--- src/verilog/mdu_pkg.sv ---
`default_nettype none

package mdu_pkg;

    // Operand and result width.
    localparam int XLEN = 32;

    // Reorder tag width.
    localparam int TAG_W = 4;

    // Issue-order queue depth, three multiplies in flight plus one divide.
    localparam int ORDER_DEPTH = 4;

    typedef enum logic [2:0] {
        MUL   = 3'd0,
        MULH  = 3'd1,
        MULHU = 3'd2,
        DIV   = 3'd3,
        DIVU  = 3'd4,
        REM   = 3'd5,
        REMU  = 3'd6
    } mdu_op_e;

    // Request word, 71 bits.
    typedef struct packed {
        mdu_op_e           op;
        logic [TAG_W-1:0]  tag;
        logic [XLEN-1:0]   src_a;
        logic [XLEN-1:0]   src_b;
    } mdu_req_t;

    // Result word, 36 bits.
    typedef struct packed {
        logic [TAG_W-1:0]  tag;
        logic [XLEN-1:0]   data;
    } mdu_res_t;

    // Which unit a queued request went to.
    typedef enum logic {
        UNIT_MUL = 1'b0,
        UNIT_DIV = 1'b1
    } mdu_unit_e;

endpackage

`default_nettype wire

--- src/verilog/mdu_muler.sv ---
`default_nettype none

module mdu_muler import mdu_pkg::*; (
    input  wire logic     clk,
    input  wire logic     arst_n_i,
    input  wire logic     flush_i,

    input  wire mdu_req_t req_i,
    input  wire logic     req_valid_i,
    output logic          req_ready_o,

    output mdu_res_t      res_o,
    output logic          res_valid_o,
    input  wire logic     res_ready_i
);

    logic                     s1_valid;
    logic                     s2_valid;
    logic                     s3_valid;
    logic                     s1_en;
    logic                     s2_en;
    logic                     s3_en;
    mdu_op_e                  s1_op;
    mdu_op_e                  s2_op;
    mdu_op_e                  s3_op;
    logic [TAG_W-1:0]         s1_tag;
    logic [TAG_W-1:0]         s2_tag;
    logic [TAG_W-1:0]         s3_tag;
    logic signed [XLEN:0]     s1_a;
    logic signed [XLEN:0]     s1_b;
    (* use_dsp = "yes" *)
    logic signed [2*XLEN+1:0] s2_prod;
    logic signed [2*XLEN+1:0] s3_prod;
    logic                     sign_ext;

    // A stage may load when it is empty or the next stage moves on.
    assign s3_en = !s3_valid || res_ready_i;
    assign s2_en = !s2_valid || s3_en;
    assign s1_en = !s1_valid || s2_en;

    assign req_ready_o = s1_en;

    // MULHU treats both operands as unsigned.
    assign sign_ext = (req_i.op != MULHU);

    always_ff @(posedge clk or negedge arst_n_i) begin
        if (!arst_n_i) begin
            s1_valid <= 1'b0;
            s2_valid <= 1'b0;
            s3_valid <= 1'b0;
        end else if (flush_i) begin
            s1_valid <= 1'b0;
            s2_valid <= 1'b0;
            s3_valid <= 1'b0;
        end else begin
            if (s1_en) begin
                s1_valid <= req_valid_i;
            end
            if (s2_en) begin
                s2_valid <= s1_valid;
            end
            if (s3_en) begin
                s3_valid <= s2_valid;
            end
        end
    end

    always_ff @(posedge clk) begin
        if (s1_en) begin
            s1_op  <= req_i.op;
            s1_tag <= req_i.tag;
            s1_a   <= {sign_ext & req_i.src_a[XLEN-1], req_i.src_a};
            s1_b   <= {sign_ext & req_i.src_b[XLEN-1], req_i.src_b};
        end
        if (s2_en) begin
            s2_op   <= s1_op;
            s2_tag  <= s1_tag;
            s2_prod <= s1_a * s1_b;
        end
        if (s3_en) begin
            s3_op   <= s2_op;
            s3_tag  <= s2_tag;
            s3_prod <= s2_prod;
        end
    end

    // Low word for MUL, high word for MULH and MULHU.
    always_comb begin
        res_o.tag = s3_tag;
        if (s3_op == MUL) begin
            res_o.data = s3_prod[XLEN-1:0];
        end else begin
            res_o.data = s3_prod[2*XLEN-1:XLEN];
        end
    end

    assign res_valid_o = s3_valid;

endmodule

`default_nettype wire

--- src/verilog/mdu_divider.sv ---
`default_nettype none

module mdu_divider import mdu_pkg::*; (
    input  wire logic     clk,
    input  wire logic     arst_n_i,
    input  wire logic     flush_i,

    input  wire mdu_req_t req_i,
    input  wire logic     req_valid_i,
    output logic          req_ready_o,

    output mdu_res_t      res_o,
    output logic          res_valid_o,
    input  wire logic     res_ready_i
);

    typedef enum logic [1:0] {
        IDLE,
        RUN,
        FIX,
        DONE
    } state_e;

    state_e            state_q;
    logic [4:0]        step_q;
    mdu_op_e           op_q;
    logic [TAG_W-1:0]  tag_q;
    logic [XLEN-1:0]   divisor_q;
    logic [XLEN-1:0]   quo_q;
    logic [XLEN-1:0]   rem_q;
    logic [XLEN-1:0]   data_q;
    logic              q_neg_q;
    logic              r_neg_q;
    logic              div_zero_q;
    logic              ovf_q;

    logic              is_signed;
    logic              a_neg;
    logic              b_neg;
    logic [XLEN-1:0]   a_mag;
    logic [XLEN-1:0]   b_mag;
    logic [XLEN:0]     shifted;
    logic [XLEN:0]     diff;
    logic [XLEN-1:0]   quo_fix;
    logic [XLEN-1:0]   rem_fix;

    assign is_signed = (req_i.op == DIV) || (req_i.op == REM);
    assign a_neg     = is_signed && req_i.src_a[XLEN-1];
    assign b_neg     = is_signed && req_i.src_b[XLEN-1];
    assign a_mag     = a_neg ? -req_i.src_a : req_i.src_a;
    assign b_mag     = b_neg ? -req_i.src_b : req_i.src_b;

    // One restoring step: shift in the next dividend bit, try the subtract.
    assign shifted = {rem_q, quo_q[XLEN-1]};
    assign diff    = shifted - {1'b0, divisor_q};

    always_comb begin
        if (div_zero_q) begin
            quo_fix = '1;
        end else if (ovf_q) begin
            quo_fix = {1'b1, {(XLEN-1){1'b0}}};
        end else begin
            quo_fix = q_neg_q ? -quo_q : quo_q;
        end
        // Remainder keeps the dividend sign, so a zero divisor returns the dividend.
        if (ovf_q) begin
            rem_fix = '0;
        end else begin
            rem_fix = r_neg_q ? -rem_q : rem_q;
        end
    end

    always_ff @(posedge clk or negedge arst_n_i) begin
        if (!arst_n_i) begin
            state_q <= IDLE;
            step_q  <= '0;
        end else if (flush_i) begin
            state_q <= IDLE;
            step_q  <= '0;
        end else begin
            case (state_q)
                IDLE: begin
                    if (req_valid_i) begin
                        state_q <= RUN;
                        step_q  <= '0;
                    end
                end
                RUN: begin
                    step_q <= step_q + 5'd1;
                    if (step_q == 5'd31) begin
                        state_q <= FIX;
                    end
                end
                FIX: begin
                    state_q <= DONE;
                end
                DONE: begin
                    if (res_ready_i) begin
                        state_q <= IDLE;
                    end
                end
                default: begin
                    state_q <= IDLE;
                end
            endcase
        end
    end

    always_ff @(posedge clk) begin
        if (state_q == IDLE && req_valid_i) begin
            op_q       <= req_i.op;
            tag_q      <= req_i.tag;
            divisor_q  <= b_mag;
            quo_q      <= a_mag;
            rem_q      <= '0;
            q_neg_q    <= a_neg ^ b_neg;
            r_neg_q    <= a_neg;
            div_zero_q <= (req_i.src_b == '0);
            ovf_q      <= is_signed && (req_i.src_a == {1'b1, {(XLEN-1){1'b0}}})
                          && (req_i.src_b == '1);
        end else if (state_q == RUN) begin
            if (!diff[XLEN]) begin
                rem_q <= diff[XLEN-1:0];
                quo_q <= {quo_q[XLEN-2:0], 1'b1};
            end else begin
                rem_q <= shifted[XLEN-1:0];
                quo_q <= {quo_q[XLEN-2:0], 1'b0};
            end
        end else if (state_q == FIX) begin
            data_q <= (op_q == DIV || op_q == DIVU) ? quo_fix : rem_fix;
        end
    end

    assign req_ready_o = (state_q == IDLE);
    assign res_valid_o = (state_q == DONE);
    assign res_o.tag   = tag_q;
    assign res_o.data  = data_q;

endmodule

`default_nettype wire

--- src/verilog/mdu_sequencer.sv ---
`default_nettype none

module mdu_sequencer import mdu_pkg::*; (
    input  wire logic     clk,
    input  wire logic     arst_n_i,
    input  wire logic     flush_i,

    input  wire mdu_req_t req_i,
    input  wire logic     req_valid_i,
    output logic          req_ready_o,

    output mdu_res_t      res_o,
    output logic          res_valid_o,
    input  wire logic     res_ready_i,

    output mdu_req_t      mul_req_o,
    output logic          mul_req_valid_o,
    input  wire logic     mul_req_ready_i,

    output mdu_req_t      div_req_o,
    output logic          div_req_valid_o,
    input  wire logic     div_req_ready_i,

    input  wire mdu_res_t mul_res_i,
    input  wire logic     mul_res_valid_i,
    output logic          mul_res_ready_o,

    input  wire mdu_res_t div_res_i,
    input  wire logic     div_res_valid_i,
    output logic          div_res_ready_o
);

    localparam int PTR_W = $clog2(ORDER_DEPTH);

    mdu_unit_e         order_q [ORDER_DEPTH];
    logic [PTR_W-1:0]  wr_ptr_q;
    logic [PTR_W-1:0]  rd_ptr_q;
    logic [PTR_W:0]    count_q;
    logic              q_full;
    logic              q_empty;
    mdu_unit_e         target;
    mdu_unit_e         head;
    logic              push;
    logic              pop;

    assign q_full  = (count_q == (PTR_W+1)'(ORDER_DEPTH));
    assign q_empty = (count_q == '0);

    always_comb begin
        case (req_i.op)
            MUL, MULH, MULHU: target = UNIT_MUL;
            default:          target = UNIT_DIV;
        endcase
    end

    // Request side: steer to the target unit, hold off when the queue is full.
    assign mul_req_o       = req_i;
    assign div_req_o       = req_i;
    assign mul_req_valid_o = req_valid_i && !q_full && (target == UNIT_MUL);
    assign div_req_valid_o = req_valid_i && !q_full && (target == UNIT_DIV);

    always_comb begin
        if (target == UNIT_MUL) begin
            req_ready_o = mul_req_ready_i && !q_full;
        end else begin
            req_ready_o = div_req_ready_i && !q_full;
        end
    end

    assign push = req_valid_i && req_ready_o;

    // Result side: only the unit at the queue head may deliver.
    assign head = order_q[rd_ptr_q];

    always_comb begin
        if (head == UNIT_MUL) begin
            res_o       = mul_res_i;
            res_valid_o = !q_empty && mul_res_valid_i;
        end else begin
            res_o       = div_res_i;
            res_valid_o = !q_empty && div_res_valid_i;
        end
    end

    assign mul_res_ready_o = !q_empty && (head == UNIT_MUL) && res_ready_i;
    assign div_res_ready_o = !q_empty && (head == UNIT_DIV) && res_ready_i;

    assign pop = res_valid_o && res_ready_i;

    always_ff @(posedge clk or negedge arst_n_i) begin
        if (!arst_n_i) begin
            wr_ptr_q <= '0;
            rd_ptr_q <= '0;
            count_q  <= '0;
        end else if (flush_i) begin
            wr_ptr_q <= '0;
            rd_ptr_q <= '0;
            count_q  <= '0;
        end else begin
            if (push) begin
                wr_ptr_q <= wr_ptr_q + PTR_W'(1);
            end
            if (pop) begin
                rd_ptr_q <= rd_ptr_q + PTR_W'(1);
            end
            case ({push, pop})
                2'b10:   count_q <= count_q + (PTR_W+1)'(1);
                2'b01:   count_q <= count_q - (PTR_W+1)'(1);
                default: count_q <= count_q;
            endcase
        end
    end

    always_ff @(posedge clk) begin
        if (push) begin
            order_q[wr_ptr_q] <= target;
        end
    end

endmodule

`default_nettype wire

--- src/verilog/mdu_unit.sv ---
`default_nettype none

module mdu_unit import mdu_pkg::*; (
    input  wire logic     clk,
    input  wire logic     arst_n_i,
    input  wire logic     flush_i,

    input  wire mdu_req_t req_i,
    input  wire logic     req_valid_i,
    output logic          req_ready_o,

    output mdu_res_t      res_o,
    output logic          res_valid_o,
    input  wire logic     res_ready_i
);

    mdu_req_t  mul_req;
    logic      mul_req_valid;
    logic      mul_req_ready;
    mdu_req_t  div_req;
    logic      div_req_valid;
    logic      div_req_ready;
    mdu_res_t  mul_res;
    logic      mul_res_valid;
    logic      mul_res_ready;
    mdu_res_t  div_res;
    logic      div_res_valid;
    logic      div_res_ready;

    mdu_sequencer u_mdu_sequencer (
        .clk             (clk),
        .arst_n_i        (arst_n_i),
        .flush_i         (flush_i),
        .req_i           (req_i),
        .req_valid_i     (req_valid_i),
        .req_ready_o     (req_ready_o),
        .res_o           (res_o),
        .res_valid_o     (res_valid_o),
        .res_ready_i     (res_ready_i),
        .mul_req_o       (mul_req),
        .mul_req_valid_o (mul_req_valid),
        .mul_req_ready_i (mul_req_ready),
        .div_req_o       (div_req),
        .div_req_valid_o (div_req_valid),
        .div_req_ready_i (div_req_ready),
        .mul_res_i       (mul_res),
        .mul_res_valid_i (mul_res_valid),
        .mul_res_ready_o (mul_res_ready),
        .div_res_i       (div_res),
        .div_res_valid_i (div_res_valid),
        .div_res_ready_o (div_res_ready)
    );

    mdu_muler u_mdu_muler (
        .clk         (clk),
        .arst_n_i    (arst_n_i),
        .flush_i     (flush_i),
        .req_i       (mul_req),
        .req_valid_i (mul_req_valid),
        .req_ready_o (mul_req_ready),
        .res_o       (mul_res),
        .res_valid_o (mul_res_valid),
        .res_ready_i (mul_res_ready)
    );

    mdu_divider u_mdu_divider (
        .clk         (clk),
        .arst_n_i    (arst_n_i),
        .flush_i     (flush_i),
        .req_i       (div_req),
        .req_valid_i (div_req_valid),
        .req_ready_o (div_req_ready),
        .res_o       (div_res),
        .res_valid_o (div_res_valid),
        .res_ready_i (div_res_ready)
    );

endmodule

`default_nettype wire

--- config.mk ---
export PLATFORM = sky130hd
export DESIGN_NAME = mdu_unit
export DESIGN_NICKNAME = d
export VERILOG_FILES = /design/src/verilog/mdu_pkg.sv /design/src/verilog/mdu_muler.sv /design/src/verilog/mdu_divider.sv /design/src/verilog/mdu_sequencer.sv /design/src/verilog/mdu_unit.sv
export SDC_FILE = /design/constraint.sdc
export NUM_CORES = 2
export LEC_CHECK = 0
export BUFFER_PORTS_ARGS = -buffer_cell sky130_fd_sc_hd__buf_2
export CAP_MARGIN = 20
export CORE_ASPECT_RATIO = 1.5
export CORE_MARGIN = 3
export CORE_UTILIZATION = 45
export CTS_BUF_LIST = sky130_fd_sc_hd__clkbuf_8
export DETAILED_ROUTE_END_ITERATION = 6
export GPL_TIMING_DRIVEN = 0
export PLACE_DENSITY = 0.62
export SYNTH_ARGS = -nofsm -noshare
export SYNTH_HDL_FRONTEND = slang
export SYNTH_SLANG_ARGS = --single-unit
--- constraint.sdc ---
create_clock -name clk -period 17.1 [get_ports clk]
set_input_delay 2.565 -clock clk [delete_from_list [all_inputs] [get_ports clk]]
set_output_delay 2.565 -clock clk [all_outputs]
set_load 0.1 [all_outputs]
==> out/metrics.yaml <==
firstDrtPassIters: 6
r2r_slack_ps: 5560
ys_ff_latch: 375
reg2reg_to: "u_mdu_muler.s2_prod[62]"
reg2reg_from: "u_mdu_muler.s1_b[0]"
dr.first_iter.drc_count: 3840
cts_buffer_depth: 3
ctsResizeCount: 0
hold_violations: 0
setup.worst_path.start_class: "flip-flop"
die_h_um: 439.1
path_max_fanout: 10
cp-endpoint: "u_mdu_muler.s2_prod[62]"
fp.dieW_um: 294.8
async_flop_share: 0.04533
synth_area_leader_cell: "fa_1"
port_buffers: 112
syn_inst: 5692
maxSlewViolCount: 0
cts_sinks: 375
finClkSkew_ps: 84.32
grt_start_max_net_pins: 72
slowest_delay_ps: 1040
hold_path.class: "flip-flop to flip-flop"
crit_top_cell: "fa_1"
synth_top_area_frac: 0.4009
final_nets: 7353
reg2regPathDepth: 25
antenna_found_initial: 28
io_pins: 114
grt_pass1_vias: 44900
gp_congestion: 1.128
num_vias: 42380
rsz0062_at_grt: "no"
cts_hold_buffers: 0
ctsRootBufferMaster: "clkbuf_8"
post_cts_buffers: 0
avgSynthCellArea_sq_um: 9.888
layout-drive-gt1-share: 0.04368
h-tree-depth: 2
finalCritPeriodShare: 0.6747
cp.arrival_ps: 11790
cp-end-kind: "flip-flop"
route.detailed.drc: 0
synth_flop_cell: "edfxtp_1"
crit_required_ps: 17350
crit_type: "flip-flop to flip-flop"
setup_viol: 0
setup-tns-final_ps: 0
fmaxAchievable_mhz: 86.67
grt_overflow: 0
area_growth_pct: 7.434
wl_um: 216800
status: "completed"
yosysSeqAreaShare: 0.1929
clk_pin_slew_ps: 70
startpoint: "u_mdu_muler.s1_b[0]"
worst_pin_slew_ps: 1340
cts_tree: "done"
grt_pass1_wl_um: 312200
drtAntennaViolNets: 0
synth.distinct_cells: 70
whs_ps: 398.4
yosys_warnings: 0
dp_hpwl_um: 179000
relSlewSlack: 0.1067
dieArea_sq_um: 129400
slowest_stage: "clkbuf_1"
drv_cap: 0
grt_use_total: 0.3443
fin_crit_ps: 11540
clk_latency_ps: 660
coreArea_sq_um: 124000
ys_top_cells_by_area: "fa_1 40%, edfxtp_1 17%, inv_1 7.9%, and2_1 6.2%, ha_1 5.8%"
start_util: 0.4541
synth.cell_area_sq_um: 56280
synth_edf_count: 326
vias_per_cell: 5.613
rows: 158
numCtsBuffers: 53
wire_per_inst_um: 28.72
syn-num-nets: 7156
[worst max-delay path, delay by kind of cell, from the launching register on]
kind | cells | cell delay [ps]
compound gates | 4 | 940
buf+inv | 5 | 1820
xor+xnor | 1 | 880
simple gates | 6 | 1360
flops | 1 | 770
fa+ha+maj | 9 | 5300
[worst min-delay path by stage]
stage | startpoint | to | slack, ps | cells after the start
after floorplan | u_mdu_muler.s1_op[0] | u_mdu_muler.s2_op[0] | 400 | 0
after global placement | u_mdu_muler.s2_prod[54] | u_mdu_muler.s3_prod[54] | 400 | 0
after detailed placement | u_mdu_muler.s2_prod[49] | u_mdu_muler.s3_prod[49] | 400 | 0
after CTS | u_mdu_muler.s1_tag[2] | u_mdu_muler.s2_tag[2] | 370 | 0
after global routing | u_mdu_muler.s1_tag[2] | u_mdu_muler.s2_tag[2] | 400 | 0
final | u_mdu_muler.s1_tag[2] | u_mdu_muler.s2_tag[2] | 400 | 0
[through the flow]
stage	std cells	utilization	instance area [sq um]	worst slack [ps]
5_1_grt	7535	0.4875	60430	5368
4_1_cts	7514	0.4855	60180	5379
3_3_place_gp	7404	0.4747	58850	5475
2_1_floorplan	5692	-	56280	8001
3_5_place_dp	7418	0.4771	59140	5493
6_report	7550	0.4878	60470	5563
[metal layers]
| metal | share of wire | up-vias | global-route usage |
|---|---|---|---|
| li1 | - | 17770 | - |
| met1 | 0.34 | 21550 | 0.3840 |
| met2 | 0.47 | 2208 | 0.5696 |
| met3 | 0.081 | 850 | 0.06581 |
| met4 | 0.11 | 4 | 0.2874 |
| met5 | 0.00012 | - | 0 |
[cell usage after synthesis (16+ instances only)]
library cell / instances
o31ai_1: 38
nor2b_1: 42
clkbuf_1: 265
nand2b_1: 22
nand4_1: 22
or3_1: 17
nand3_1: 29
dfrtp_1: 17
edfxtp_1: 326
inv_1: 1182
nand2_1: 685
fa_1: 1127
xnor2_1: 129
and2_1: 556
o21ai_0: 191
dfxtp_1: 32
xor2_1: 101
a21o_1: 26
nor3_1: 27
ha_1: 261
a21oi_1: 181
or4_1: 17
o21bai_1: 16
o21a_1: 25
nor2_1: 143
mux2i_1: 68
[state kept, by name, indices dropped and copies added (netlist names), 4 cells and up]
signal / flops
u_mdu_divider.rem_q: 32
u_mdu_muler.s1_tag: 4
u_mdu_divider.step_q: 5
u_mdu_muler.s1_a: 33
u_mdu_divider.tag_q: 4
u_mdu_divider.data_q: 32
u_mdu_sequencer.order_q: 4
u_mdu_divider.divisor_q: 32
u_mdu_muler.s2_prod: 64
u_mdu_muler.s1_b: 33
u_mdu_muler.s2_tag: 4
u_mdu_muler.s3_prod: 64
u_mdu_divider.quo_q: 32
u_mdu_muler.s3_tag: 4
[cell usage in the layout (no fill, tap or decap), types with 7 or more instances in the layout]
| cell | instances |
|---|---|
| nor3_1 | 26 |
| mux2i_1 | 68 |
| nand2b_1 | 22 |
| or4_1 | 17 |
| clkbuf_8 | 53 |
| clkbuf_1 | 264 |
| nand2_1 | 684 |
| fa_1 | 1127 |
| dfxtp_1 | 32 |
| buf_8 | 21 |
| o41ai_1 | 13 |
| clkinv_2 | 11 |
| o21a_1 | 25 |
| o21ai_0 | 191 |
| nor4_1 | 12 |
| inv_1 | 1192 |
| o31ai_1 | 37 |
| o21bai_1 | 16 |
| edfxtp_1 | 326 |
| a21o_1 | 26 |
| nand4_1 | 22 |
| nor2_1 | 143 |
| and2_1 | 556 |
| o211ai_1 | 13 |
| or3_1 | 17 |
| a21oi_1 | 181 |
| buf_2 | 117 |
| ha_1 | 261 |
| dfrtp_1 | 17 |
| nand3_1 | 29 |
| or2_2 | 7 |
| a211oi_1 | 12 |
| xnor2_1 | 129 |
| nor2b_1 | 42 |
| diode_2 | 20 |
| xor2_1 | 101 |
| clkinv_1 | 10 |
| and3_1 | 8 |
[area by class of cell]
| class | instances | area, sq um |
|---|---|---|
| fill | 11720 | 63480 |
| multi-input combinational | 3862 | 39980 |
| sequential | 375 | 10860 |
| inverter | 1183 | 4446 |
| tap | 1600 | 2002 |
| timing repair buffer | 142 | 1061 |
| buffer | 272 | 1031 |
| clock buffer | 53 | 729.5 |
| clock inverter | 43 | 315.3 |
| antenna | 20 | 50.05 |
[cell families after synthesis]
kind of cell / Yosys count / synth area share
AOI/OAI and AO/OA: 567 / 0.06047
xor gates and xnor gates: 230 / 0.03579
adders and majority gates: 1388 / 0.4589
buffers and inverters: 1455 / 0.09715
DFF: 375 / 0.1929
muxes: 74 / 0.01349
and+or+nand+nor: 1603 / 0.1413
Power is not shown: default switching activity piles up to over one toggle a cycle in this logic, so the estimate is an artifact.
